`src/hpu_settings.svh`:
```
`ifndef HPU_SETTINGS_SVH
`define HPU_SETTINGS_SVH

// ========================================
// Word format
// ========================================
// Instruction and acknowledge share one width
`define HPU_INST_W 32
// Opcode sits in the top bits of the word
`define HPU_OP_W 4

// ========================================
// Depths and latencies
// ========================================
// Ack FIFO entries, also the initial credit count
`define HPU_ACK_DEPTH 4
// Forward inter-part pipe, 0 to 2 stages
`define HPU_PART_PIPE 2
`define HPU_RET_PIPE 1
`define HPU_EXEC_LAT 2
// Reset chain stages per part
`define HPU_RST_STAGES 1

`endif
```
`src/hpu_pkg.sv`:
```
`include "hpu_settings.svh"

package hpu_pkg;

  // Opcode field, values 4 to 15 are illegal on input
  typedef enum logic [`HPU_OP_W-1:0] {
    PE_OP_NOP  = 4'd0,
    PE_OP_ALU  = 4'd1,
    PE_OP_PBS  = 4'd2,
    PE_OP_SYNC = 4'd3,
    // Only ever seen in acknowledges
    PE_OP_ERR  = 4'd15
  } pe_op_e;

  // Full instruction or acknowledge word
  typedef logic [`HPU_INST_W-1:0] pe_inst_t;

  // Everything below the opcode
  typedef logic [`HPU_INST_W-`HPU_OP_W-1:0] pe_payload_t;

endpackage

```
`src/hpu_slr_shell.sv`:
```
`timescale 1ns/1ps
`include "hpu_settings.svh"

module hpu_slr_shell (
  input  logic              prc_clk,
  input  logic              cfg_srst_n,
  input  hpu_pkg::pe_inst_t isc_dop,
  input  logic              isc_dop_vld,
  output logic              isc_dop_rdy,
  output hpu_pkg::pe_inst_t isc_ack,
  output logic              isc_ack_vld,
  input  logic              isc_ack_rdy,
  input  logic              irq_clr,
  output logic              interrupt,
  output logic              prc_ce
);

  import hpu_pkg::*;

  logic [2:0] part_srst_n;
  pe_inst_t   buf_inst;
  logic       buf_vld;
  logic       buf_rdy;
  pe_inst_t   fwd_inst;
  logic       fwd_avail;
  pe_inst_t   exe_inst;
  logic       exe_avail;
  pe_inst_t   exe_ack;
  logic       exe_ack_avail;
  pe_inst_t   ret_ack;
  logic       ret_ack_avail;
  logic       ack_pop;

  // ========================================
  // Input side
  // ========================================
  prc_reset_chain i_prc_reset_chain (
    .prc_clk     (prc_clk),
    .cfg_srst_n  (cfg_srst_n),
    .part_srst_n (part_srst_n),
    .prc_ce      (prc_ce)
  );

  isc_in_buffer i_isc_in_buffer (
    .prc_clk     (prc_clk),
    .srst_n      (part_srst_n[0]),
    .isc_dop     (isc_dop),
    .isc_dop_vld (isc_dop_vld),
    .isc_dop_rdy (isc_dop_rdy),
    .buf_inst    (buf_inst),
    .buf_vld     (buf_vld),
    .buf_rdy     (buf_rdy)
  );

  // ========================================
  // Processing part
  // ========================================
  isc_dispatch i_isc_dispatch (
    .prc_clk   (prc_clk),
    .srst_n    (part_srst_n[0]),
    .buf_inst  (buf_inst),
    .buf_vld   (buf_vld),
    .buf_rdy   (buf_rdy),
    .ack_pop   (ack_pop),
    .fwd_inst  (fwd_inst),
    .fwd_avail (fwd_avail)
  );

  // Pipe flops sit in part 2, launch stage cleared by the sender
  part_pipe #(
    .DEPTH (`HPU_PART_PIPE)
  ) fwd_pipe (
    .prc_clk    (prc_clk),
    .in_srst_n  (part_srst_n[0]),
    .out_srst_n (part_srst_n[1]),
    .in_data    (fwd_inst),
    .in_avail   (fwd_avail),
    .out_data   (exe_inst),
    .out_avail  (exe_avail)
  );

  isc_executor i_isc_executor (
    .prc_clk     (prc_clk),
    .srst_n      (part_srst_n[2]),
    .in_inst     (exe_inst),
    .in_avail    (exe_avail),
    .irq_clr     (irq_clr),
    .ack         (exe_ack),
    .ack_avail   (exe_ack_avail),
    .irq_illegal (interrupt)
  );

  part_pipe #(
    .DEPTH (`HPU_RET_PIPE)
  ) ret_pipe (
    .prc_clk    (prc_clk),
    .in_srst_n  (part_srst_n[2]),
    .out_srst_n (part_srst_n[1]),
    .in_data    (exe_ack),
    .in_avail   (exe_ack_avail),
    .out_data   (ret_ack),
    .out_avail  (ret_ack_avail)
  );

  // ========================================
  // Output side
  // ========================================
  isc_ack_buffer i_isc_ack_buffer (
    .prc_clk     (prc_clk),
    .srst_n      (part_srst_n[0]),
    .wr_ack      (ret_ack),
    .wr_avail    (ret_ack_avail),
    .isc_ack     (isc_ack),
    .isc_ack_vld (isc_ack_vld),
    .isc_ack_rdy (isc_ack_rdy),
    .ack_pop     (ack_pop)
  );

endmodule

```
`src/isc_ack_buffer.sv`:
```
`timescale 1ns/1ps
`include "hpu_settings.svh"

module isc_ack_buffer (
  input  logic              prc_clk,
  input  logic              srst_n,
  input  hpu_pkg::pe_inst_t wr_ack,
  input  logic              wr_avail,
  output hpu_pkg::pe_inst_t isc_ack,
  output logic              isc_ack_vld,
  input  logic              isc_ack_rdy,
  output logic              ack_pop
);

  import hpu_pkg::*;

  // Depth is a power of two, pointers carry one wrap bit
  localparam int DEPTH = `HPU_ACK_DEPTH;
  localparam int AW    = $clog2(DEPTH);

  pe_inst_t    mem [DEPTH];
  logic [AW:0] wr_ptr;
  logic [AW:0] rd_ptr;

  // No full check, dispatch credits never overrun the FIFO
  always_ff @(posedge prc_clk) begin
    if (wr_avail) begin
      mem[wr_ptr[AW-1:0]] <= wr_ack;
    end
  end

  always_ff @(posedge prc_clk) begin
    if (!srst_n) begin
      wr_ptr <= '0;
      rd_ptr <= '0;
    end else begin
      if (wr_avail) begin
        wr_ptr <= wr_ptr + 1'b1;
      end
      if (ack_pop) begin
        rd_ptr <= rd_ptr + 1'b1;
      end
    end
  end

  // Head stays put until it is taken
  assign isc_ack_vld = (wr_ptr != rd_ptr);
  assign isc_ack     = mem[rd_ptr[AW-1:0]];
  // One credit back per transfer
  assign ack_pop     = isc_ack_vld & isc_ack_rdy;

endmodule

```
`src/isc_executor.sv`:
```
`timescale 1ns/1ps
`include "hpu_settings.svh"

module isc_executor (
  input  logic              prc_clk,
  input  logic              srst_n,
  input  hpu_pkg::pe_inst_t in_inst,
  input  logic              in_avail,
  input  logic              irq_clr,
  output hpu_pkg::pe_inst_t ack,
  output logic              ack_avail,
  output logic              irq_illegal
);

  import hpu_pkg::*;

  // Stages after the decode stage
  localparam int TAIL = `HPU_EXEC_LAT - 1;

  // ========================================
  // Stage 1, opcode decode
  // ========================================
  pe_op_e      s1_op;
  pe_payload_t s1_payload;
  logic        s1_avail;
  logic        s1_illegal;
  pe_inst_t    s1_ack;

  always_ff @(posedge prc_clk) begin
    if (!srst_n) begin
      s1_avail <= 1'b0;
    end else begin
      s1_avail <= in_avail;
    end
  end

  always_ff @(posedge prc_clk) begin
    s1_op      <= pe_op_e'(in_inst[`HPU_INST_W-1 -: `HPU_OP_W]);
    s1_payload <= in_inst[`HPU_INST_W-`HPU_OP_W-1:0];
  end

  always_comb begin
    case (s1_op)
      PE_OP_NOP, PE_OP_ALU, PE_OP_PBS, PE_OP_SYNC: s1_illegal = 1'b0;
      default:                                     s1_illegal = 1'b1;
    endcase
  end

  // Illegal words keep their payload under the error opcode
  assign s1_ack = s1_illegal ? {PE_OP_ERR, s1_payload} : {s1_op, s1_payload};

  // ========================================
  // Remaining stages
  // ========================================
  pe_inst_t      tail_ack [TAIL];
  logic [TAIL-1:0] tail_ill;
  logic [TAIL-1:0] tail_avail;
  // Illegal ack leaving on this cycle
  logic            ill_out;
  logic            irq_q;

  always_ff @(posedge prc_clk) begin
    if (!srst_n) begin
      tail_avail <= '0;
    end else begin
      tail_avail[0] <= s1_avail;
      for (int i = 1; i < TAIL; i++) begin
        tail_avail[i] <= tail_avail[i-1];
      end
    end
  end

  always_ff @(posedge prc_clk) begin
    tail_ack[0] <= s1_ack;
    tail_ill[0] <= s1_illegal;
    for (int i = 1; i < TAIL; i++) begin
      tail_ack[i] <= tail_ack[i-1];
      tail_ill[i] <= tail_ill[i-1];
    end
  end

  assign ill_out = tail_avail[TAIL-1] & tail_ill[TAIL-1];

  // Sticky flag, held once the illegal ack has left
  always_ff @(posedge prc_clk) begin
    if (!srst_n) begin
      irq_q <= 1'b0;
    end else if (ill_out) begin
      irq_q <= 1'b1;
    end else if (irq_clr) begin
      irq_q <= 1'b0;
    end
  end

  // High from the cycle the illegal ack leaves
  assign irq_illegal = irq_q | ill_out;

  assign ack       = tail_ack[TAIL-1];
  assign ack_avail = tail_avail[TAIL-1];

endmodule

```
`src/part_pipe.sv`:
```
`timescale 1ns/1ps

module part_pipe #(
  parameter int DEPTH = 2
) (
  input  logic              prc_clk,
  input  logic              in_srst_n,
  input  logic              out_srst_n,
  input  hpu_pkg::pe_inst_t in_data,
  input  logic              in_avail,
  output hpu_pkg::pe_inst_t out_data,
  output logic              out_avail
);

  import hpu_pkg::*;

  if (DEPTH == 0) begin : gen_wire
    assign out_data  = in_data;
    assign out_avail = in_avail;
  end else begin : gen_pipe
    logic [DEPTH-1:0] avail_q;
    pe_inst_t         data_q [DEPTH];
    logic             first_srst_n;

    // A single stage straddles both parts, so either reset clears it
    assign first_srst_n = (DEPTH == 1) ? (in_srst_n & out_srst_n) : in_srst_n;

    // Launch stage, sender side
    always_ff @(posedge prc_clk) begin
      if (!first_srst_n) begin
        avail_q[0] <= 1'b0;
      end else begin
        avail_q[0] <= in_avail;
      end
    end

    // Remaining stages, receiver side
    for (genvar s = 1; s < DEPTH; s++) begin : gen_stage
      always_ff @(posedge prc_clk) begin
        if (!out_srst_n) begin
          avail_q[s] <= 1'b0;
        end else begin
          avail_q[s] <= avail_q[s-1];
        end
      end
    end

    // Data flops, never cleared
    always_ff @(posedge prc_clk) begin
      data_q[0] <= in_data;
      for (int i = 1; i < DEPTH; i++) begin
        data_q[i] <= data_q[i-1];
      end
    end

    assign out_data  = data_q[DEPTH-1];
    assign out_avail = avail_q[DEPTH-1];
  end

endmodule

```
`src/isc_dispatch.sv`:
```
`timescale 1ns/1ps
`include "hpu_settings.svh"

module isc_dispatch (
  input  logic              prc_clk,
  input  logic              srst_n,
  input  hpu_pkg::pe_inst_t buf_inst,
  input  logic              buf_vld,
  output logic              buf_rdy,
  input  logic              ack_pop,
  output hpu_pkg::pe_inst_t fwd_inst,
  output logic              fwd_avail
);

  localparam int CRED_W = $clog2(`HPU_ACK_DEPTH + 1);

  // One credit per free acknowledge FIFO entry
  logic [CRED_W-1:0] credit_q;
  logic              take;

  assign buf_rdy = (credit_q != '0);
  assign take    = buf_vld & buf_rdy;

  // ========================================
  // Credit count
  // ========================================
  always_ff @(posedge prc_clk) begin
    if (!srst_n) begin
      credit_q <= CRED_W'(`HPU_ACK_DEPTH);
    end else begin
      case ({take, ack_pop})
        2'b10:   credit_q <= credit_q - 1'b1;
        2'b01:   credit_q <= credit_q + 1'b1;
        default: credit_q <= credit_q;
      endcase
    end
  end

  // ========================================
  // Issue into the forward pipe
  // ========================================
  always_ff @(posedge prc_clk) begin
    if (!srst_n) begin
      fwd_avail <= 1'b0;
    end else begin
      fwd_avail <= take;
    end
  end

  always_ff @(posedge prc_clk) begin
    if (take) begin
      fwd_inst <= buf_inst;
    end
  end

endmodule

```
`src/isc_in_buffer.sv`:
```
`timescale 1ns/1ps

module isc_in_buffer (
  input  logic             prc_clk,
  input  logic             srst_n,
  input  hpu_pkg::pe_inst_t isc_dop,
  input  logic             isc_dop_vld,
  output logic             isc_dop_rdy,
  output hpu_pkg::pe_inst_t buf_inst,
  output logic             buf_vld,
  input  logic             buf_rdy
);

  import hpu_pkg::*;

  pe_inst_t data_q;
  logic     vld_q;
  // Holds ready low until the cycle after reset release
  logic     en_q;

  // Entry free, or draining this cycle
  assign isc_dop_rdy = en_q & (~vld_q | buf_rdy);

  always_ff @(posedge prc_clk) begin
    if (!srst_n) begin
      vld_q <= 1'b0;
      en_q  <= 1'b0;
    end else begin
      en_q <= 1'b1;
      if (isc_dop_rdy) begin
        vld_q <= isc_dop_vld;
      end
    end
  end

  always_ff @(posedge prc_clk) begin
    if (isc_dop_vld && isc_dop_rdy) begin
      data_q <= isc_dop;
    end
  end

  assign buf_inst = data_q;
  assign buf_vld  = vld_q;

endmodule

```
`src/prc_reset_chain.sv`:
```
`timescale 1ns/1ps
`include "hpu_settings.svh"

module prc_reset_chain (
  input  logic       prc_clk,
  input  logic       cfg_srst_n,
  output logic [2:0] part_srst_n,
  output logic       prc_ce
);

  localparam int STAGES = `HPU_RST_STAGES;
  localparam int CHAIN  = 3 * STAGES;

  // Daisy chain, part 3 first, then part 2, then part 1
  logic [CHAIN-1:0] chain_q;
  logic             ce_q;

  always_ff @(posedge prc_clk) begin
    if (!cfg_srst_n) begin
      chain_q <= '0;
      ce_q    <= 1'b0;
    end else begin
      chain_q <= {chain_q[CHAIN-2:0], 1'b1};
      // Same input as the part 1 tap, so it rises with the last release
      ce_q    <= chain_q[CHAIN-2];
    end
  end

  assign prc_ce = ce_q;

  // Early taps get local padding so every part releases on one edge
  for (genvar p = 0; p < 3; p++) begin : gen_part
    localparam int TAP = (3 - p) * STAGES - 1;
    localparam int PAD = p * STAGES;

    if (PAD == 0) begin : gen_direct
      assign part_srst_n[p] = chain_q[TAP];
    end else begin : gen_pad
      logic [PAD-1:0] pad_q;

      always_ff @(posedge prc_clk) begin
        if (!cfg_srst_n) begin
          pad_q <= '0;
        end else begin
          pad_q[0] <= chain_q[TAP];
          for (int i = 1; i < PAD; i++) begin
            pad_q[i] <= pad_q[i-1];
          end
        end
      end

      assign part_srst_n[p] = pad_q[PAD-1];
    end
  end

endmodule

```
`config.mk`:
```
export PLATFORM = sky130hd
export DESIGN_NAME = hpu_slr_shell
export DESIGN_NICKNAME = d
export VERILOG_FILES = /design/src/hpu_pkg.sv /design/src/hpu_slr_shell.sv /design/src/isc_ack_buffer.sv /design/src/isc_executor.sv /design/src/part_pipe.sv /design/src/isc_dispatch.sv /design/src/isc_in_buffer.sv /design/src/prc_reset_chain.sv
export VERILOG_INCLUDE_DIRS = /design/src
export SDC_FILE = /design/constraint.sdc
export NUM_CORES = 1
export LEC_CHECK = 0
export BUFFER_PORTS_ARGS = -buffer_cell sky130_fd_sc_hd__buf_2
export CELL_PAD_IN_SITES_DETAIL_PLACEMENT = 2
export CELL_PAD_IN_SITES_GLOBAL_PLACEMENT = 2
export CORE_MARGIN = 2
export CORE_UTILIZATION = 46
export CTS_CLUSTER_SIZE = 28
export DETAILED_ROUTE_END_ITERATION = 7
export PLACE_DENSITY_LB_ADDON = 0.3
export SYNTH_ARGS = -nofsm -noshare
export SYNTH_HDL_FRONTEND = slang
export SYNTH_SLANG_ARGS = --single-unit
```
`constraint.sdc`:
```
create_clock -name prc_clk -period 3.5 [get_ports prc_clk]
set_input_delay 0.7 -clock prc_clk [delete_from_list [all_inputs] [get_ports prc_clk]]
set_output_delay 0.7 -clock prc_clk [all_outputs]
set_load 0.05 [all_outputs]
```
==> out/results.ini, run 1 <==
[outcome]
status=complete, no violations

[setup_path]
rrSetupSlack_ps=1120
crit_type=flip-flop to primary output
required_ps=2800
reg2regPathDepth=9
cp_max_fo=23
critPathSlowestCell=mux4_2
max_stage_delay_ps=590
r2r-end=i_isc_dispatch.credit_q[2]$_SDFFE_PN1P_
rr_startpoint=i_isc_ack_buffer.wr_ptr[0]$_SDFFE_PN0P_
path_cells=buf_12, mux4_2, buf_2
end_kind=primary output
cp.arrival_ps=2230
critPathLaunchType=flip-flop

[grt]
grt_antenna_before_repair=0
grt_first_pass_wirelength_um=30000
first_global_vias=5230
grt-ovfl-total=0
grt_max_degree=34
grtUsageTotal=0.167

[place]
dpl_worst_slack_ps=1100
gp_congestion=0.686
place_area_sq_mm=0.0115
dp_hpwl_um=11500
port_buffers=72

[sta]
fin_skew_ps=9.70
rsz0062_at_grt=false
slew-limit-headroom=0.309
timing.hold.ws_ps=306
finalSetupTns_ps=0
fmax_ghz=0.341
fin_crit_ps=2930
setup_ws_ps=570
fin_crit_sh=0.837
maxSlewViolCount=0
tightest_slew_ps=1040
finalHoldViolCount=0
setup_viol=0

[flow_run]
drv_cap=0

[floorplan]
start_util=0.473
die_w_um=157
rows=55
die_h_um=157
fp.dieArea_sq_mm=0.0246
coreArea_sq_mm=0.0228
io_pins=73

[cts]
hold_buffers=0
cts_buffers=37
cts.sinks=376
cts_max_path_buffers=3
cts-root-buf=clkbuf_16
postCtsSetupBuffers=0
clk_pin_slew_ps=60
ctsResizeCount=0
clk_latency_ps=520
tritoncts=built
cts_htree_levels=2

[layout]
drive_gt1_frac=0.272
nNetsFinal=651
area_growth_pct=18.4
diodes=0
fillCellCount=1877
fin_area_sq_mm=0.0127

[pwr]
switching_share=0.189
powerDensity_mw_per_mm2=669
ir_worst_vdd_uv=329
pwr-share-clk=0.454
leakagePower_nw=4.56
p_sw_mw=1.61
internal_power_mw=6.92
pwr-share-seq=0.542
pwr-share-comb=0.004
power_mw=8.53

[yosys]
avgSynthCellArea_sq_um=21.5
synthTopCellsByArea=edfxtp_1, dfxtp_1, mux4_2
synthCells=501
synth_top_area_frac=0.535
ys_seq_area_frac=0.878
yosys_warnings=0
yosys.area.top_type=edfxtp_1
ys_types=33
syn-num-nets=545
synth-edff-count=192
synthArstFlopShare=0
syn_area_sq_mm=0.0108
ys.flop_type=edfxtp_1
ys_ff_latch=376

[routing]
ant_nets=0
wire_per_inst_um=20.7
totalWireLength_um=19700
drt_iter0_drc=198
drc=0
drt_first_pass_iters=5
vias_per_cell=4.82
vias=4571

[min_path]
hold_path_class=input port to flip-flop
min_from=cfg_srst_n
min_delay_worst_endpoint=i_prc_reset_chain.chain_q[0]$_DFF_P_
hold-path-cell-count=1

==> through the flow <==
step                 util  instances
global route        0.560        948
detailed placement  0.507        881
global placement    0.507        881
CTS                 0.560        948
finish              0.560        948
floorplan               -        501
==> layer usage <==
layer  global-route usage  routed length, um  vias up
li1                     -                  -     2076
met1                0.187               7730     2361
met2                0.308              10700      102
met3               0.0377                739       32
met4               0.0647                527        0
met5                    0                  0        -
==> registers in the layout (all words and copies together) (netlist names), 2 cells and up, named ones only <==
signal	count
fwd_pipe.gen_pipe.data_q	64
ret_pipe.gen_pipe.data_q	32
i_isc_ack_buffer.rd_ptr	3
i_isc_ack_buffer.mem	128
i_isc_ack_buffer.wr_ptr	3
i_isc_executor.tail_ack	32
i_isc_in_buffer.buf_inst	32
i_prc_reset_chain.chain_q	2
i_isc_executor.s1_payload	28
i_isc_dispatch.credit_q	3
i_isc_dispatch.fwd_inst	32
i_isc_executor.s1_op	4
==> Yosys cell counts (5+ instances only) <==
master / number
nor2_1: 8
edfxtp_1: 192
mux4_2: 32
inv_1: 7
dfxtp_1: 184
and2_1: 11
a21oi_1: 7
xnor2_1: 5
ha_1: 6
nand2_1: 5
==> cell usage in the layout (no fill, tap or decap), types with 3 or more instances in the layout <==
cell type,netlist,final
clkbuf_8,0,7
ha_1,6,6
clkbuf_16,0,41
or3_1,4,4
xor2_1,4,4
buf_2,4,72
o21ai_0,4,4
clkinv_2,0,5
or2_2,3,3
nand2_1,5,5
and2_1,11,7
clkbuf_1,2,12
edfxtp_1,192,192
and2_2,0,4
xnor2_1,5,5
a21oi_1,7,6
inv_1,7,6
nor2_1,8,8
mux4_2,32,32
dfxtp_1,184,182
==> power by group through the flow <==
stage               clock, mW  sequential (mW)  combinational [mW]
floorplan                   0             4.71             0.00948
global placement            0             4.71              0.0354
detailed placement          0             4.72              0.0386
CTS                      3.97             4.62              0.0391
global route             4.16             4.62              0.0419
finish                   3.87             4.62              0.0382
==> worst max-delay path by stage <==
stage           startpoint                                    end  slack, ps  cells past startpoint
2_1_floorplan  isc_dop_vld  i_isc_in_buffer.buf_inst[0]$_DFFE_PP_        730                      2
3_3_place_gp     flip-flop                             isc_ack[8]       1110                      3
3_5_place_dp     flip-flop                             isc_ack[8]       1100                      3
4_1_cts          flip-flop                             isc_ack[8]        520                      3
5_1_grt          flip-flop                             isc_ack[8]        450                      3
6_report         flip-flop                             isc_ack[8]        570                      3
==> worst max-delay path: cells and delay by family (launching register included) <==
family,cells,cell delay (ps)
flops,1,580
mux,1,590
buf+inv,2,530
==> cell type report <==
type / count / area, sq um / area share
tap: 313 / 392 / 0.0307
sequential: 376 / 9450 / 0.741
clock buffer: 60 / 1170 / 0.0916
timing repair buffer: 75 / 395 / 0.0310
multi-input combinational: 109 / 1270 / 0.0996
inverter: 8 / 30.0 / 0.00236
clock inverter: 7 / 42.5 / 0.00334
==> kinds of logic after synthesis <==
family                     count (synthesis)  synth area share
buffers and inverters                     16           0.00604
adders and majority gates                  7           0.00883
DFF                                      376             0.878
AOI/OAI and AO/OA                         16           0.00895
and+or+nand+nor                           43            0.0225
muxes                                     34            0.0688
xor gates and xnor gates                   9           0.00732
(Power assumes the default switching activity.)
==> run 2, diff against run 1 <==
Settings changed: CORE_UTILIZATION 46 to 41.
Clock period 3.5 ns to 2.58 ns, I/O delays scaled along.
==> out/results.ini, run 2 (synthesis results as in run 1) <==
[outcome]
status=complete, no violations

[sta]
finalSetupTns_ps=0  ; unchanged
fmax_ghz=0.400
setup_ws_ps=80.1  ; -490 ps
slew-limit-headroom=0.446  ; +0.137
setup_viol=0  ; unchanged
maxSlewViolCount=0  ; unchanged
tightest_slew_ps=829  ; -207 ps
rsz0062_at_grt=false
fin_skew_ps=15.4  ; +5.71 ps
fin_crit_ps=2500
fin_crit_sh=0.969
finalHoldViolCount=0  ; unchanged

[pwr]
p_sw_mw=2.15  ; +34%
powerDensity_mw_per_mm2=895  ; +34%
switching_share=0.187  ; -0.00170
pwr-share-seq=0.544  ; +0.002
ir_worst_vdd_uv=498  ; +52%
pwr-share-comb=0.004  ; about the same
pwr-share-clk=0.452  ; -0.002
internal_power_mw=9.37  ; +35%
power_mw=11.5  ; +35%
leakagePower_nw=4.60  ; +0.98%

[grt]
grt_max_degree=33  ; -2.9%
grt_antenna_before_repair=0  ; unchanged
first_global_vias=5350  ; +2.3%
grtUsageTotal=0.136  ; -0.0310
grt-ovfl-total=0  ; unchanged
grt_first_pass_wirelength_um=29000  ; -3.5%

[routing]
ant_nets=0  ; unchanged
wire_per_inst_um=18.8  ; -9.4%
vias=4557  ; -0.31%
totalWireLength_um=18400  ; -6.3%
drt_first_pass_iters=4  ; -1
drt_iter0_drc=262  ; +32%
vias_per_cell=4.65  ; -3.6%
drc=0  ; unchanged

[layout]
largest_register_ffs=128  ; unchanged
fillCellCount=2229  ; +19%
final_cell_mix=edfxtp_1, dfxtp_1, buf_2
regArea_sq_mm=0.00945  ; about the same
layout.cells.most_common=edfxtp_1
drive_gt1_frac=0.274  ; +0.00198
multi_input_area_sq_mm=0.00127  ; unchanged
diodes=0  ; unchanged
area_growth_pct=19.6
nNetsFinal=659  ; +1.2%

[cts]
cts-root-buf=clkbuf_16
clk_pin_slew_ps=60  ; about the same
tritoncts=built
postCtsSetupBuffers=0  ; unchanged
cts.sinks=376  ; unchanged
cts_buffers=38  ; +2.7%
cts_max_path_buffers=3  ; unchanged
clk_latency_ps=520  ; about the same
cts_htree_levels=2  ; unchanged

[setup_path]
critical_path.top_delay_family=multiplexers
cp.arrival_ps=1980  ; -250 ps
max_stage_delay_ps=600  ; about the same
crit_type=flip-flop to primary output
required_ps=2060  ; -740 ps
end_kind=primary output
cp_max_fo=32  ; +39%
path_cells=buf_12, mux4_2, buf_2
critPathSlowestCell=mux4_2
critPathLaunchType=flip-flop
path_buf_inv=2  ; unchanged

[floorplan]
rows=59  ; +7.3%
io_pins=73  ; unchanged
die_w_um=166  ; +5.8%
coreArea_sq_mm=0.0259  ; +14%
start_util=0.416  ; -0.0572
die_h_um=166  ; +5.8%
fp.dieArea_sq_mm=0.0276  ; +12%

[place]
dpl_worst_slack_ps=232  ; -864 ps
dp_hpwl_um=11100  ; -3.2%
port_buffers=72  ; unchanged
gp_congestion=0.694  ; +1.0%

[min_path]
hold_path_class=input port to flip-flop

[flow_run]
drv_cap=0  ; unchanged

## run 2: changes by cell type in the layout (fill, tap and decap cells not counted)
cell	delta
buf_12	+4
buf_4	+3
clkbuf_1	+6
clkbuf_16	-1
clkinv_2	-4
clkinv_4	+1
dfxtp_2	-1
dfxtp_4	+1
inv_16	+1
inv_2	+1
inv_6	-1
## run 2: area by class of cell
type / instances / area share
clock buffers: 65 / 0.0904
clock inverters: 5 / 0.00359
inverters: 8 / 0.00233
multi-input cells: 109 / 0.0986
flip-flops and latches: 376 / 0.734
well taps: 335 / 0.0325
repair buffers: 82 / 0.0387
## run 2: layer usage
layer  routed length [um]  vias up  GRT usage
met5                    0        -          0
met4                  357        0     0.0514
met3                  580       25     0.0260
met2                10100       76      0.251
met1                 7360     2365      0.156
li1                     -     2091          -
## run 2: path summary, 6_finish.rpt
| path | end | cells after the start | startpoint | slack, ps |
|---|---|---|---|---|
| worst max-delay path | isc_ack[29] | 3 | flip-flop | 80 |
| worst min-delay path | i_prc_reset_chain.chain_q[0]$_DFF_P_ | 1 | cfg_srst_n | 140 |
| worst max register to register | i_isc_dispatch.credit_q[2]$_SDFFE_PN1P_ | 9 | i_isc_ack_buffer.rd_ptr[0]$_SDFFE_PN0P_ | 220 |
| worst min register to register | ret_pipe.gen_pipe.data_q[0][14]$_DFF_P_ | 0 | i_isc_executor.tail_ack[0][14]$_DFF_P_ | 320 |
## run 2: per-stage QoR
stage               cell area (sq um)  instances  hold slack, ps  utilization
floorplan                       10800        501             310            -
global placement                11700        910             310        0.450
detailed placement              11700        910             313        0.450
CTS                             12900        980             127        0.497
global route                    12900        980             132        0.497
finish                          12900        980             141        0.497
## run 2: what timing repair did
item | 4_1_cts | 5_1_grt
resized for setup | 1 | 0
hold buffers | 0 | 0
endpoints found under the setup margin | 3 | 0
## run 2: power groups by stage
stage          combinational, mW  clock, mW  sequential, mW
3_5_place_dp              0.0510          0            6.40
4_1_cts                   0.0516       5.37            6.27
6_report                  0.0503       5.20            6.27
5_1_grt                   0.0553       5.63            6.27
3_3_place_gp              0.0482          0            6.40
2_1_floorplan             0.0130          0            6.39
==> run 3, diff against run 2 <==
Settings changed: CORE_UTILIZATION 41 to 46, CTS_CLUSTER_DIAMETER set to 50.
Clock period 2.58 ns to 2.86 ns, I/O delays scaled along.
==> out/results.ini, run 3 (synthesis results as in run 1) <==
[setup_path]
critPathLaunchType=flip-flop
r2r-end=i_isc_dispatch.credit_q[2]$_SDFFE_PN1P_
path_buf_inv=2  ; unchanged
path_cells=buf_12, mux4_2, buf_2
cp_max_fo=32  ; unchanged
max_stage_delay_ps=610  ; about the same
required_ps=2290  ; +230 ps
critPathSlowestCell=mux4_2
crit_type=flip-flop to primary output
reg2regPathDepth=9  ; unchanged
critical_path.top_delay_family=multiplexers
rrSetupSlack_ps=360  ; +140 ps
cp.arrival_ps=2030  ; +50 ps
rr_startpoint=i_isc_ack_buffer.wr_ptr[0]$_SDFFE_PN0P_
end_kind=primary output

[grt]
grt_antenna_before_repair=0  ; unchanged
grt_first_pass_wirelength_um=31200  ; +7.6%
grt-ovfl-total=0  ; unchanged
grtUsageTotal=0.173  ; +0.0373
grt_max_degree=33  ; unchanged
first_global_vias=5184  ; -3.1%

[outcome]
status=complete, no violations

[layout]
drive_gt1_frac=0.284  ; +0.00994
regArea_sq_mm=0.00945  ; about the same
fillCellCount=1891  ; -15%
layout.cells.most_common=edfxtp_1
largest_register_ffs=128  ; unchanged
diodes=0  ; unchanged
multi_input_area_sq_mm=0.00127  ; unchanged
nNetsFinal=651  ; -1.2%
final_cell_mix=edfxtp_1, dfxtp_1, buf_2
fin_util=0.559  ; +0.0622
fin_area_sq_mm=0.0127  ; -1.1%
area_growth_pct=18.3

[place]
port_buffers=72  ; unchanged
dp_hpwl_um=11400  ; +3.0%
gp_congestion=0.671  ; -3.3%
place_area_sq_mm=0.0116  ; -0.92%

[cts]
cts_buffers=34  ; -11%
clk_pin_slew_ps=80  ; +20 ps
cts_htree_levels=2  ; unchanged
postCtsSetupBuffers=0  ; unchanged
ctsResizeCount=0  ; -1
hold_buffers=0  ; unchanged
clk_latency_ps=530  ; about the same
cts-root-buf=clkbuf_16
tritoncts=built
cts.sinks=376  ; unchanged
cts_max_path_buffers=3  ; unchanged

[routing]
drc=0  ; unchanged
totalWireLength_um=20400  ; +10%
drt_iter0_drc=240  ; -8.4%
drt_first_pass_iters=4  ; unchanged
vias_per_cell=4.78  ; +2.9%
wire_per_inst_um=21.5  ; +14%
ant_nets=0  ; unchanged
vias=4526  ; -0.68%

[sta]
fin_crit_sh=0.909
slew-limit-headroom=0.346  ; -0.100
rsz0062_at_grt=false
finalSetupTns_ps=0  ; unchanged
fin_crit_ps=2600
fin_skew_ps=39.7  ; +24.3 ps
finalHoldViolCount=0  ; unchanged
setup_viol=0  ; unchanged
tightest_slew_ps=981  ; +152 ps
fmax_ghz=0.385
maxSlewViolCount=0  ; unchanged
timing.hold.ws_ps=170  ; +29.5 ps

[pwr]
powerDensity_mw_per_mm2=813  ; -9.1%
leakagePower_nw=4.56  ; -0.98%
ir_worst_vdd_uv=508  ; +1.9%

[floorplan]
die_h_um=157  ; -5.5%
coreArea_sq_mm=0.0228  ; -12%
die_w_um=157  ; -5.5%
fp.dieArea_sq_mm=0.0246  ; -11%
io_pins=73  ; unchanged
rows=55  ; -6.8%
start_util=0.473  ; +0.0572

[min_path]
min_from=cfg_srst_n
min_delay_worst_endpoint=i_prc_reset_chain.chain_q[0]$_DFF_P_
hold-path-cell-count=1  ; unchanged
hold_path_class=input port to flip-flop

[flow_run]
drv_cap=0  ; unchanged

-- run 3: changes by cell type in the layout (fill, tap and decap cells not counted), moves of 2 or more --
cell / delta
inv_12: +3
clkinv_2: +5
inv_6: +3
inv_4: +2
clkbuf_8: -6
clkbuf_16: -3
clkbuf_1: -15
clkinv_4: +2
clkinv_16: +2
buf_12: -4
-- run 3: metal layers --
metal	routed length [um]	GRT usage	part of all wire
met5	0	0	0
met4	402	0.0546	0.020
met2	11000	0.320	0.54
met1	8310	0.204	0.41
met3	694	0.0322	0.034
-- run 3: through the flow --
stage,cells,worst slack [ps],total power [mW]
after global routing,946,190,10.7
final,946,261,10.4
after global placement,884,651,5.81
after CTS,946,221,10.5
after detailed placement,884,472,5.82
after floorplan,501,214,5.78
-- run 3: final cells by class --
class | count | share of cell area
inverter | 8 | 0.00236
clock buffer | 41 | 0.0746
clock inverter | 21 | 0.0180
sequential | 376 | 0.742
tap | 313 | 0.0307
timing repair buffer | 78 | 0.0328
multi-input combinational | 109 | 0.0997
-- run 3: worst max path at each step --
stage,endpoint,slack (ps),cells past startpoint
2_1_floorplan,i_isc_in_buffer.buf_inst[0]$_DFFE_PP_,210,2
3_3_place_gp,i_isc_dispatch.credit_q[2]$_SDFFE_PN1P_,650,9
3_5_place_dp,i_isc_dispatch.credit_q[2]$_SDFFE_PN1P_,470,9
4_1_cts,isc_ack[8],220,3
5_1_grt,isc_ack[8],190,3
6_report,isc_ack[8],260,3
-- run 3: report_power, final --
part / switching (mW) / total (mW) / internal, mW
combinational: 0.0247 / 0.0455 / 0.0208
clock: 2.16 / 4.66 / 2.51
sequential: 0.00977 / 5.65 / 5.64
